===== config.mk =====
export PLATFORM = sky130hd
export DESIGN_NAME = uartApb
export DESIGN_NICKNAME = d
export VERILOG_FILES = /design/src/rtl/uartPkg.sv /design/src/rtl/apbPkg.sv /design/src/rtl/baudGen.sv /design/src/rtl/uartRx.sv /design/src/rtl/uartTx.sv /design/src/rtl/uartRegs.sv /design/src/rtl/uartApb.sv
export VERILOG_INCLUDE_DIRS = /design/src /design/src/rtl
export SDC_FILE = /design/constraint.sdc
export NUM_CORES = 1
export LEC_CHECK = 0
export ABC_AREA = 1
export ABC_CLOCK_PERIOD_IN_PS = 1900
export BUFFER_PORTS_ARGS = -buffer_cell sky130_fd_sc_hd__buf_2
export CORE_MARGIN = 8
export CORE_UTILIZATION = 40
export CTS_BUF_LIST = sky130_fd_sc_hd__clkbuf_2 sky130_fd_sc_hd__clkbuf_4 sky130_fd_sc_hd__clkbuf_8
export DETAILED_ROUTE_END_ITERATION = 8
export GPL_TIMING_DRIVEN = 1
export SYNTH_ARGS = -nofsm -noshare
export SYNTH_HDL_FRONTEND = slang
export SYNTH_HIERARCHICAL = 1
export SYNTH_SLANG_ARGS = --single-unit

===== constraint.sdc =====
create_clock -name clk -period 1.9 [get_ports clk]
set_input_delay 0.57 -clock clk [delete_from_list [all_inputs] [get_ports clk]]
set_output_delay 0.57 -clock clk [all_outputs]
set_load 0.02 [all_outputs]

===== src/rtl/uart_cfg.svh =====
`ifndef UART_CFG_SVH
`define UART_CFG_SVH

// ticks of the baud divider per serial bit
`define UART_OVERSAMPLE 16

// low ticks in a row before a start bit counts
// half a bit at the default oversampling
`define UART_START_SAMPLES 8

// divisor loaded at reset
// bit time is oversample times (divisor + 1) clocks
`define UART_DEFAULT_DIV 16'd3

// width of the apb address bus
`define APB_ADDR_W 4

`endif


===== src/rtl/uartPkg.sv =====
package uartPkg;

	// receiver walk through one frame
	typedef enum logic [1:0] {
		// waiting for a long enough low on the line
		startSearch = 2'd0,
		// eight data bits at bit centres
		receive = 2'd1,
		// one sample of the stop bit
		stopCheck = 2'd2
	} rxState_e;

	// transmitter walk through one frame
	typedef enum logic [1:0] {
		// line high, ready for a byte
		idle = 2'd0,
		// start bit
		start = 2'd1,
		// eight data bits lsb first
		data = 2'd2,
		// single stop bit
		stop = 2'd3
	} txState_e;

endpackage


===== src/rtl/apbPkg.sv =====
`include "uart_cfg.svh"

package apbPkg;

	// register map
	typedef enum logic [`APB_ADDR_W-1:0] {
		DATA = 4'h0,
		STATUS = 4'h4,
		CFG = 4'h8
	} regAddr_e;

	// write word as seen at the data register
	typedef struct packed {
		logic [23:0] reserved;
		logic [7:0] txByte;
	} txView_s;

	// write word as seen at the configuration register
	typedef struct packed {
		logic [13:0] reserved;
		logic rxEn;
		logic txEn;
		logic [15:0] divisor;
	} cfgView_s;

	// one pwdata word with two meanings by address
	typedef union packed {
		txView_s txView;
		cfgView_s cfgView;
	} regWord_u;

	// status register layout
	typedef struct packed {
		logic [27:0] reserved;
		logic frameErr;
		logic overrun;
		logic txBusy;
		logic rxFull;
	} statusWord_s;

endpackage


===== src/rtl/baudGen.sv =====
`timescale 1ns/10ps
`include "uart_cfg.svh"

module baudGen(
	input logic clk,
	input logic rst,
	input logic [15:0] divisor,
	output logic tick
);

	logic [15:0] count;
	// copy of the divisor to spot a rewrite
	logic [15:0] divisorQ;

	always_ff @(posedge clk or negedge rst) begin
		if (!rst) begin
			count <= `UART_DEFAULT_DIV;
			divisorQ <= `UART_DEFAULT_DIV;
			tick <= 1'b0;
		end else begin
			divisorQ <= divisor;
			if (divisor != divisorQ) begin
				// new rate starts from a full period
				count <= divisor;
				tick <= 1'b0;
			end else if (count == 16'd0) begin
				count <= divisorQ;
				tick <= 1'b1;
			end else begin
				count <= count - 16'd1;
				tick <= 1'b0;
			end
		end
	end

endmodule


===== src/rtl/uartRx.sv =====
`timescale 1ns/10ps
`include "uart_cfg.svh"

module uartRx(
	input logic clk,
	input logic rst,
	input logic tick,
	input logic rxEn,
	input logic rxd,
	output logic valid,
	output logic [7:0] data,
	output logic frameErr
);

	import uartPkg::*;

	localparam int StrtW = $clog2(`UART_START_SAMPLES);
	localparam int StepW = $clog2(`UART_OVERSAMPLE);

	// two flop synchronizer on the pin
	logic [1:0] syncRx;
	logic rxBit;

	rxState_e state;
	// low samples seen so far
	logic [StrtW-1:0] cntStrt;
	// ticks since the last sample
	logic [StepW-1:0] cntStep;
	// data bit position, lsb first
	logic [2:0] place;
	logic [7:0] rxByte;
	logic stepEnd;

	assign rxBit = syncRx[1];
	assign stepEnd = (cntStep == StepW'(`UART_OVERSAMPLE - 1));

	// line idles high so the synchronizer resets high
	always_ff @(posedge clk or negedge rst) begin
		if (!rst) begin
			syncRx <= 2'b11;
		end else begin
			syncRx <= {syncRx[0], rxd};
		end
	end

	always_ff @(posedge clk or negedge rst) begin
		if (!rst) begin
			state <= startSearch;
			cntStrt <= '0;
			cntStep <= '0;
			place <= 3'd0;
			rxByte <= 8'd0;
			data <= 8'd0;
			valid <= 1'b0;
			frameErr <= 1'b0;
		end else begin
			// single cycle pulses
			valid <= 1'b0;
			frameErr <= 1'b0;
			if (!rxEn) begin
				// disabled receiver parks in search
				state <= startSearch;
				cntStrt <= '0;
			end else if (tick) begin
				case (state)
					startSearch: begin
						if (!rxBit) begin
							if (cntStrt == StrtW'(`UART_START_SAMPLES - 1)) begin
								// now near the start bit centre
								cntStrt <= '0;
								cntStep <= '0;
								place <= 3'd0;
								state <= receive;
							end else begin
								cntStrt <= cntStrt + 1'b1;
							end
						end else begin
							// high sample restarts the count
							cntStrt <= '0;
						end
					end
					receive: begin
						if (stepEnd) begin
							cntStep <= '0;
							rxByte[place] <= rxBit;
							place <= place + 3'd1;
							if (place == 3'd7)
								state <= stopCheck;
						end else begin
							cntStep <= cntStep + 1'b1;
						end
					end
					stopCheck: begin
						if (stepEnd) begin
							cntStep <= '0;
							state <= startSearch;
							if (rxBit) begin
								valid <= 1'b1;
								data <= rxByte;
							end else begin
								// stop bit low means a broken frame
								frameErr <= 1'b1;
							end
						end else begin
							cntStep <= cntStep + 1'b1;
						end
					end
					default: state <= startSearch;
				endcase
			end
		end
	end

endmodule


===== src/rtl/uartTx.sv =====
`timescale 1ns/10ps
`include "uart_cfg.svh"

module uartTx(
	input logic clk,
	input logic rst,
	input logic tick,
	input logic txEn,
	input logic txStart,
	input logic [7:0] txData,
	output logic txd,
	output logic txBusy
);

	import uartPkg::*;

	localparam int TickW = $clog2(`UART_OVERSAMPLE);

	txState_e state;
	// ticks inside the current bit
	logic [TickW-1:0] cntTick;
	// data bit being sent
	logic [2:0] place;
	logic [7:0] txByte;
	logic bitStart;
	logic bitEnd;
	logic load;

	// a new level goes out on the first tick of each bit
	assign bitStart = tick && (cntTick == '0);
	assign bitEnd = tick && (cntTick == TickW'(`UART_OVERSAMPLE - 1));
	assign load = (state == idle) && txStart && txEn;

	always_ff @(posedge clk) begin
		if (load)
			txByte <= txData;
	end

	always_ff @(posedge clk or negedge rst) begin
		if (!rst) begin
			state <= idle;
			cntTick <= '0;
			place <= 3'd0;
			txd <= 1'b1;
			txBusy <= 1'b0;
		end else begin
			// tick count runs only inside a frame
			if (state != idle && tick)
				cntTick <= bitEnd ? '0 : cntTick + 1'b1;
			case (state)
				idle: begin
					if (load) begin
						cntTick <= '0;
						place <= 3'd0;
						txBusy <= 1'b1;
						state <= start;
					end
				end
				start: begin
					if (bitStart)
						txd <= 1'b0;
					if (bitEnd)
						state <= data;
				end
				data: begin
					if (bitStart)
						txd <= txByte[place];
					if (bitEnd) begin
						place <= place + 3'd1;
						if (place == 3'd7)
							state <= stop;
					end
				end
				stop: begin
					if (bitStart)
						txd <= 1'b1;
					// line is already high, so busy can drop here
					if (bitEnd) begin
						txBusy <= 1'b0;
						state <= idle;
					end
				end
				default: state <= idle;
			endcase
		end
	end

endmodule


===== src/rtl/uartRegs.sv =====
`timescale 1ns/10ps
`include "uart_cfg.svh"

module uartRegs(
	input logic clk,
	input logic rst,
	input logic psel,
	input logic penable,
	input logic pwrite,
	input logic [`APB_ADDR_W-1:0] paddr,
	input logic [31:0] pwdata,
	output logic [31:0] prdata,
	output logic pready,
	input logic txBusy,
	input logic rxValid,
	input logic [7:0] rxData,
	input logic rxFrameErr,
	output logic [15:0] divisor,
	output logic txEn,
	output logic rxEn,
	output logic txStart,
	output logic [7:0] txData
);

	import apbPkg::*;

	regAddr_e addr;
	regWord_u wordIn;
	regWord_u cfgWord;
	statusWord_s status;

	logic access;
	logic wrDone;
	logic rdDone;
	logic dataRead;
	logic statusRead;

	// receive holding register and its flags
	logic rxFull;
	logic overrun;
	logic frameErr;
	logic [7:0] rxHold;

	assign addr = regAddr_e'(paddr);
	assign wordIn = pwdata;
	assign access = psel && penable;

	// stall a byte write until the transmitter is free
	assign pready = !(psel && pwrite && addr == DATA && txBusy);

	assign wrDone = access && pready && pwrite;
	assign rdDone = access && pready && !pwrite;
	assign dataRead = rdDone && addr == DATA;
	assign statusRead = rdDone && addr == STATUS;

	always_comb begin
		status = '0;
		status.rxFull = rxFull;
		status.txBusy = txBusy;
		status.overrun = overrun;
		status.frameErr = frameErr;
		cfgWord = '0;
		cfgWord.cfgView.rxEn = rxEn;
		cfgWord.cfgView.txEn = txEn;
		cfgWord.cfgView.divisor = divisor;
		case (addr)
			DATA: prdata = rxFull ? {24'd0, rxHold} : 32'd0;
			STATUS: prdata = status;
			CFG: prdata = cfgWord;
			// holes in the map read zero
			default: prdata = 32'd0;
		endcase
	end

	always_ff @(posedge clk) begin
		if (wrDone && addr == DATA)
			txData <= wordIn.txView.txByte;
		// a full register keeps its byte
		if (rxValid && (!rxFull || dataRead))
			rxHold <= rxData;
	end

	always_ff @(posedge clk or negedge rst) begin
		if (!rst) begin
			divisor <= `UART_DEFAULT_DIV;
			txEn <= 1'b1;
			rxEn <= 1'b1;
			txStart <= 1'b0;
			rxFull <= 1'b0;
			overrun <= 1'b0;
			frameErr <= 1'b0;
		end else begin
			txStart <= wrDone && addr == DATA;
			if (wrDone && addr == CFG) begin
				divisor <= wordIn.cfgView.divisor;
				txEn <= wordIn.cfgView.txEn;
				rxEn <= wordIn.cfgView.rxEn;
			end
			if (dataRead)
				rxFull <= 1'b0;
			// status read clears sticky flags
			if (statusRead) begin
				overrun <= 1'b0;
				frameErr <= 1'b0;
			end
			// new events win over a clear in the same cycle
			if (rxValid) begin
				if (rxFull && !dataRead)
					overrun <= 1'b1;
				else
					rxFull <= 1'b1;
			end
			if (rxFrameErr)
				frameErr <= 1'b1;
		end
	end

endmodule


===== src/rtl/uartApb.sv =====
`timescale 1ns/10ps
`include "uart_cfg.svh"

module uartApb(
	input logic clk,
	input logic rst,
	input logic psel,
	input logic penable,
	input logic pwrite,
	input logic [`APB_ADDR_W-1:0] paddr,
	input logic [31:0] pwdata,
	output logic [31:0] prdata,
	output logic pready,
	input logic rxd,
	output logic txd
);

	// configuration from the register block
	logic [15:0] divisor;
	logic txEn;
	logic rxEn;
	// transmit handshake
	logic txStart;
	logic [7:0] txData;
	logic txBusy;
	// oversampling tick shared by both directions
	logic tick;
	// receive results
	logic rxValid;
	logic [7:0] rxData;
	logic rxFrameErr;

	uartRegs uartRegs_inst(
		.clk(clk),
		.rst(rst),
		.psel(psel),
		.penable(penable),
		.pwrite(pwrite),
		.paddr(paddr),
		.pwdata(pwdata),
		.prdata(prdata),
		.pready(pready),
		.txBusy(txBusy),
		.rxValid(rxValid),
		.rxData(rxData),
		.rxFrameErr(rxFrameErr),
		.divisor(divisor),
		.txEn(txEn),
		.rxEn(rxEn),
		.txStart(txStart),
		.txData(txData)
	);

	baudGen baudGen_inst(
		.clk(clk),
		.rst(rst),
		.divisor(divisor),
		.tick(tick)
	);

	uartTx uartTx_inst(
		.clk(clk),
		.rst(rst),
		.tick(tick),
		.txEn(txEn),
		.txStart(txStart),
		.txData(txData),
		.txd(txd),
		.txBusy(txBusy)
	);

	uartRx uartRx_inst(
		.clk(clk),
		.rst(rst),
		.tick(tick),
		.rxEn(rxEn),
		.rxd(rxd),
		.valid(rxValid),
		.data(rxData),
		.frameErr(rxFrameErr)
	);

endmodule


==> qor.txt <==
=====================================================================================================
Result of the run ...................................................................... finished, violations left
Violations in the final reports ........................................................ setup timing
HP Class ............................................................................... input port to async pin
Final instance area ....................................................................     7780 µm²
Overflow after GRT .....................................................................            0
Row count ..............................................................................           47
Clk pwr share ..........................................................................        0.303
Clock transition time at the flip-flop clock pins of the worst setup and hold paths ....      0.08 ns
Die area ...............................................................................    20800 µm²
Leakage ................................................................................   0.00392 µW
Number of standard cells after synthesis ...............................................          778
Vias in the first global route .........................................................         4861
Number of pins with negative max-slew slack in the final report ........................            0
Dominant combinational cell family by area after synthesis ............................. simple AND/OR/NAND/NOR gates
Sw Ratio ...............................................................................        0.354
Routed Wire Length .....................................................................      14.5 mm
Pre-Repair DR Iteration Count ..........................................................            4
Setup clock skew after layout ..........................................................   0.00907 ns
Number of levels the H-tree was split into .............................................            4
Portion of the clock cycle consumed by the worst path in the final layout ..............         1.11
Post-synthesis share of cell area spent on full adders, half adders and majority gates .       0.0399
Maximum count of clock buffers along a single path .....................................            2
Time the worst path needs with I/O delays and setup ....................................      2.10 ns
RSZ-0062 raised after global routing ...................................................          yes
Launch point of the worst reg-to-reg path .............................................. uartRegs_inst/divisor[0]
Largest cells by area after synthesis .................................................. sky130_fd_sc_hd__dfrtp_1 (33%), sky130_fd_sc_hd__nand2_1 (15%), sky130_fd_sc_hd__edfxtp_1 (11%)
Area of the multi-input gates ..........................................................     2980 µm²
Highest-count cells in the layout ignoring fill and taps ............................... sky130_fd_sc_hd__nand2_1 (262), sky130_fd_sc_hd__dfrtp_1 (86), sky130_fd_sc_hd__inv_1 (76), sky130_fd_sc_hd__nand3_1 (43), sky130_fd_sc_hd__buf_4 (35)
Distinct cell type count of the synthesized netlist ....................................           46
Startpoint types .......................................................................   input port
Fraction of power consumed by sequential logic .........................................        0.411
Num CTS Buffers ........................................................................           17
Total of endpoints with negative setup slack in the final report .......................           18
Cell Count, Final, Fillers Out .........................................................         1088
Detail Placement HPWL ..................................................................      10.7 mm
Worst reg2reg setup slack ..............................................................      0.23 ns
Share of final-layout standard cells stronger than drive strength 1 ....................        0.236
Core occupancy in the finished layout ..................................................        0.476
Count of buffers inserted at the top-level ports .......................................           47
Number of max-cap violations ...........................................................            0
Worst Hold Slack .......................................................................    0.0727 ns
Final weighted congestion in routability-driven placement ..............................        0.854
Core Box Area ..........................................................................    16300 µm²
Maximum fanout count along the critical path ...........................................            6
Proportion of register bits with asynchronous set or reset after synthesis .............        0.803
Final Hold Fails .......................................................................            0
Placed Cells incl. Taps ................................................................         1050
Path type of the worst setup path ...................................................... input port to output pin
Portion of synthesized cell area occupied by the leading cell type .....................        0.331
Area of placed instances ...............................................................     7160 µm²
Simple logic cell fraction of the synthesized area .....................................        0.336
CP Data Arrival Time ...................................................................      1.53 ns
Area growth from synthesis to layout ...................................................        18.1%
Layout filler cell count ...............................................................         1620
I/O pin total ..........................................................................           76
Post-synthesis xor/xnor area fraction ..................................................       0.0213
Residual DRC count .....................................................................            0
Maximum number of pins on one net before global-route repair ...........................           33
Worst reg-to-reg path cell count .......................................................            7
Cell taking the most area after synthesis .............................................. sky130_fd_sc_hd__dfrtp_1
Synth warnings .........................................................................            6
Mapped Area ............................................................................     6590 µm²
Global routing met3 resource utilization ...............................................       0.0360
Leading register cell type out of synthesis ............................................ sky130_fd_sc_hd__dfrtp_1
Met1 track utilization from global routing .............................................        0.177
CP required ............................................................................      1.33 ns
Synthesized area per cell ..............................................................     8.46 µm²
Initial standard-cell utilization of the core ..........................................        0.403
Wire per inst ..........................................................................      13.3 µm
Commonest non-fill, non-tap cell in the layout ......................................... sky130_fd_sc_hd__nand2_1
Die Span Y .............................................................................       144 µm
First-pass GRT wire length .............................................................      24.0 mm
Clock latency on the worst-skew pair ...................................................      0.43 ns
Net count, final .......................................................................          918
Sequential cell area in the final layout ...............................................     3190 µm²
Maximum VDD drop .......................................................................     0.459 mV
Tot GR Track Use .......................................................................        0.150
Via density ............................................................................         4.65
RR Endpoint ............................................................................ baudGen_inst/count[15]
Number of register bits inferred by synthesis ..........................................          122
Fraction of the mapped netlist area in compound gates ..................................       0.0342
Cell at the root of the clock tree ..................................................... sky130_fd_sc_hd__clkbuf_8
Diodes inserted ........................................................................            0
Count of flip-flops with a built-in enable after synthesis .............................           24
X dimension of the die .................................................................       144 µm
Number of hold-repair buffers added at the cts stage ...................................            0
Power per cell area ....................................................................  1010 nW/µm²
Antenna-violating nets left ............................................................            0
Number of antenna violations at the first check in global routing ......................            0
Proportion of synthesized area in mux cells ............................................            0
CTS Sinks ..............................................................................          122
Register area share after synthesis ....................................................        0.484
Total via count after detailed routing .................................................         5061
Type of destination of the critical path ...............................................   output pin
Relative contribution of combinational cells to total power ............................        0.286
Highest achievable clock rate ..........................................................      476 MHz
Cell internal power dissipation ........................................................      5050 µW
Initial DRC Count ......................................................................          244
Clock tree from TritonCTS ..............................................................        built
Worst setup margin .....................................................................    -0.201 ns
M2 GR Usage ............................................................................        0.254
Psw ....................................................................................      2770 µW
Global-route layer with the greatest usage .............................................         met2
=====================================================================================================
[registers in the layout, summed over array words and instances, names as in the netlist, 3 cells and up]
name,flops
uartTx_inst/cntTick,4
uartRegs_inst/txData,8
baudGen_inst/divisorQ,16
uartTx_inst/txByte,8
uartRx_inst/cntStep,4
uartRx_inst/place,3
uartTx_inst/place,3
uartRegs_inst/rxHold,8
uartRx_inst/rxByte,8
uartRx_inst/data,8
baudGen_inst/count,16
uartRx_inst/cntStrt,3
uartRegs_inst/divisor,16
[cells in the mapped netlist (2+ instances only)]
| cell type | count |
|---|---|
| sky130_fd_sc_hd__a21oi_1 | 4 |
| sky130_fd_sc_hd__a22o_1 | 4 |
| sky130_fd_sc_hd__buf_2 | 6 |
| sky130_fd_sc_hd__buf_4 | 15 |
| sky130_fd_sc_hd__buf_6 | 4 |
| sky130_fd_sc_hd__dfrtp_1 | 87 |
| sky130_fd_sc_hd__dfstp_2 | 11 |
| sky130_fd_sc_hd__edfxtp_1 | 24 |
| sky130_fd_sc_hd__ha_1 | 21 |
| sky130_fd_sc_hd__inv_1 | 78 |
| sky130_fd_sc_hd__inv_2 | 9 |
| sky130_fd_sc_hd__nand2_1 | 267 |
| sky130_fd_sc_hd__nand2_2 | 11 |
| sky130_fd_sc_hd__nand2_4 | 3 |
| sky130_fd_sc_hd__nand3_1 | 46 |
| sky130_fd_sc_hd__nand3_2 | 11 |
| sky130_fd_sc_hd__nand3b_1 | 12 |
| sky130_fd_sc_hd__nand4_1 | 24 |
| sky130_fd_sc_hd__nor2_1 | 47 |
| sky130_fd_sc_hd__nor2_2 | 14 |
| sky130_fd_sc_hd__nor2_4 | 5 |
| sky130_fd_sc_hd__nor2_8 | 2 |
| sky130_fd_sc_hd__nor3_1 | 10 |
| sky130_fd_sc_hd__o211ai_1 | 3 |
| sky130_fd_sc_hd__o21ai_0 | 12 |
| sky130_fd_sc_hd__o21ai_1 | 10 |
| sky130_fd_sc_hd__or2_0 | 5 |
| sky130_fd_sc_hd__xnor2_1 | 14 |
| sky130_fd_sc_hd__xor2_1 | 2 |
[worst max-delay path: stages]
cell,delay [ns]
sky130_fd_sc_hd__buf_2,0.12
sky130_fd_sc_hd__nor2_4,0.11
sky130_fd_sc_hd__nand2_2,0.10
sky130_fd_sc_hd__nor2_2,0.10
sky130_fd_sc_hd__buf_6,0.13
sky130_fd_sc_hd__nand2_2,0.05
sky130_fd_sc_hd__o211ai_1,0.14
sky130_fd_sc_hd__buf_4,0.21
[cell families (layout without fill, tap and decap cells)]
logic type | Yosys count | after routing
XOR/XNOR | 16 | 16
buffers and inverters | 117 | 193
adder cells (fa/ha/maj) | 21 | 21
flip-flops | 122 | 122
AND/OR/NAND/NOR | 465 | 466
other | 1 | 14
AO/OA/AOI/OAI | 36 | 36
[what timing repair did]
item | CTS | global route
resized for setup | 38 | 7
setup buffers | 5 | 0
gates cloned | 1 | 0
pin swaps | 3 | 3
endpoints found under the setup margin | 19 | 19
[stage by stage]
stage	setup slack [ns]	setup TNS, ns	total power (µW)
2_1_floorplan	-0.0397	-0.357	4950
3_3_place_gp	-0.297	-5.03	5460
3_5_place_dp	-0.313	-5.30	5470
4_1_cts	-0.205	-2.90	7910
5_1_grt	-0.253	-3.96	8370
6_report	-0.201	-3.00	7820
[worst max-delay path by stage]
stage	startpoint	end	slack [ns]	depth (start not counted)
4_1_cts	paddr[0]	prdata[0]	-0.20	6
5_1_grt	uartRegs_inst/rxFull	prdata[7]	-0.25	6
2_1_floorplan	paddr[1]	prdata[10]	-0.04	5
3_3_place_gp	paddr[2]	prdata[9]	-0.30	7
6_report	paddr[0]	prdata[0]	-0.20	8
3_5_place_dp	paddr[3]	prdata[0]	-0.31	8
[layout make-up]
cell class,instances,share of cell area
Inverter,89,0.0452
Clock inverter,15,0.0224
Tap cell,220,0.0354
Timing Repair Buffer,72,0.0737
Clock buffer,17,0.0301
Sequential cell,122,0.410
Multi-Input combinational cell,553,0.383
[routing by layer]
layer | share of wire | vias to the layer above
met5 | 0 | -
met4 | 0.020 | 0
met3 | 0.028 | 19
met2 | 0.51 | 78
met1 | 0.44 | 2351
li1 | - | 2613
[power groups by stage]
| stage | logic (µW) | clock network, µW | registers (µW) |
|---|---|---|---|
| 2_1_floorplan | 1760 | 0 | 3180 |
| 3_3_place_gp | 2190 | 0 | 3260 |
| 3_5_place_dp | 2210 | 0 | 3260 |
| 4_1_cts | 2250 | 2440 | 3220 |
| 5_1_grt | 2560 | 2560 | 3260 |
| 6_report | 2230 | 2370 | 3210 |
Power figures use the tool's default switching activity.
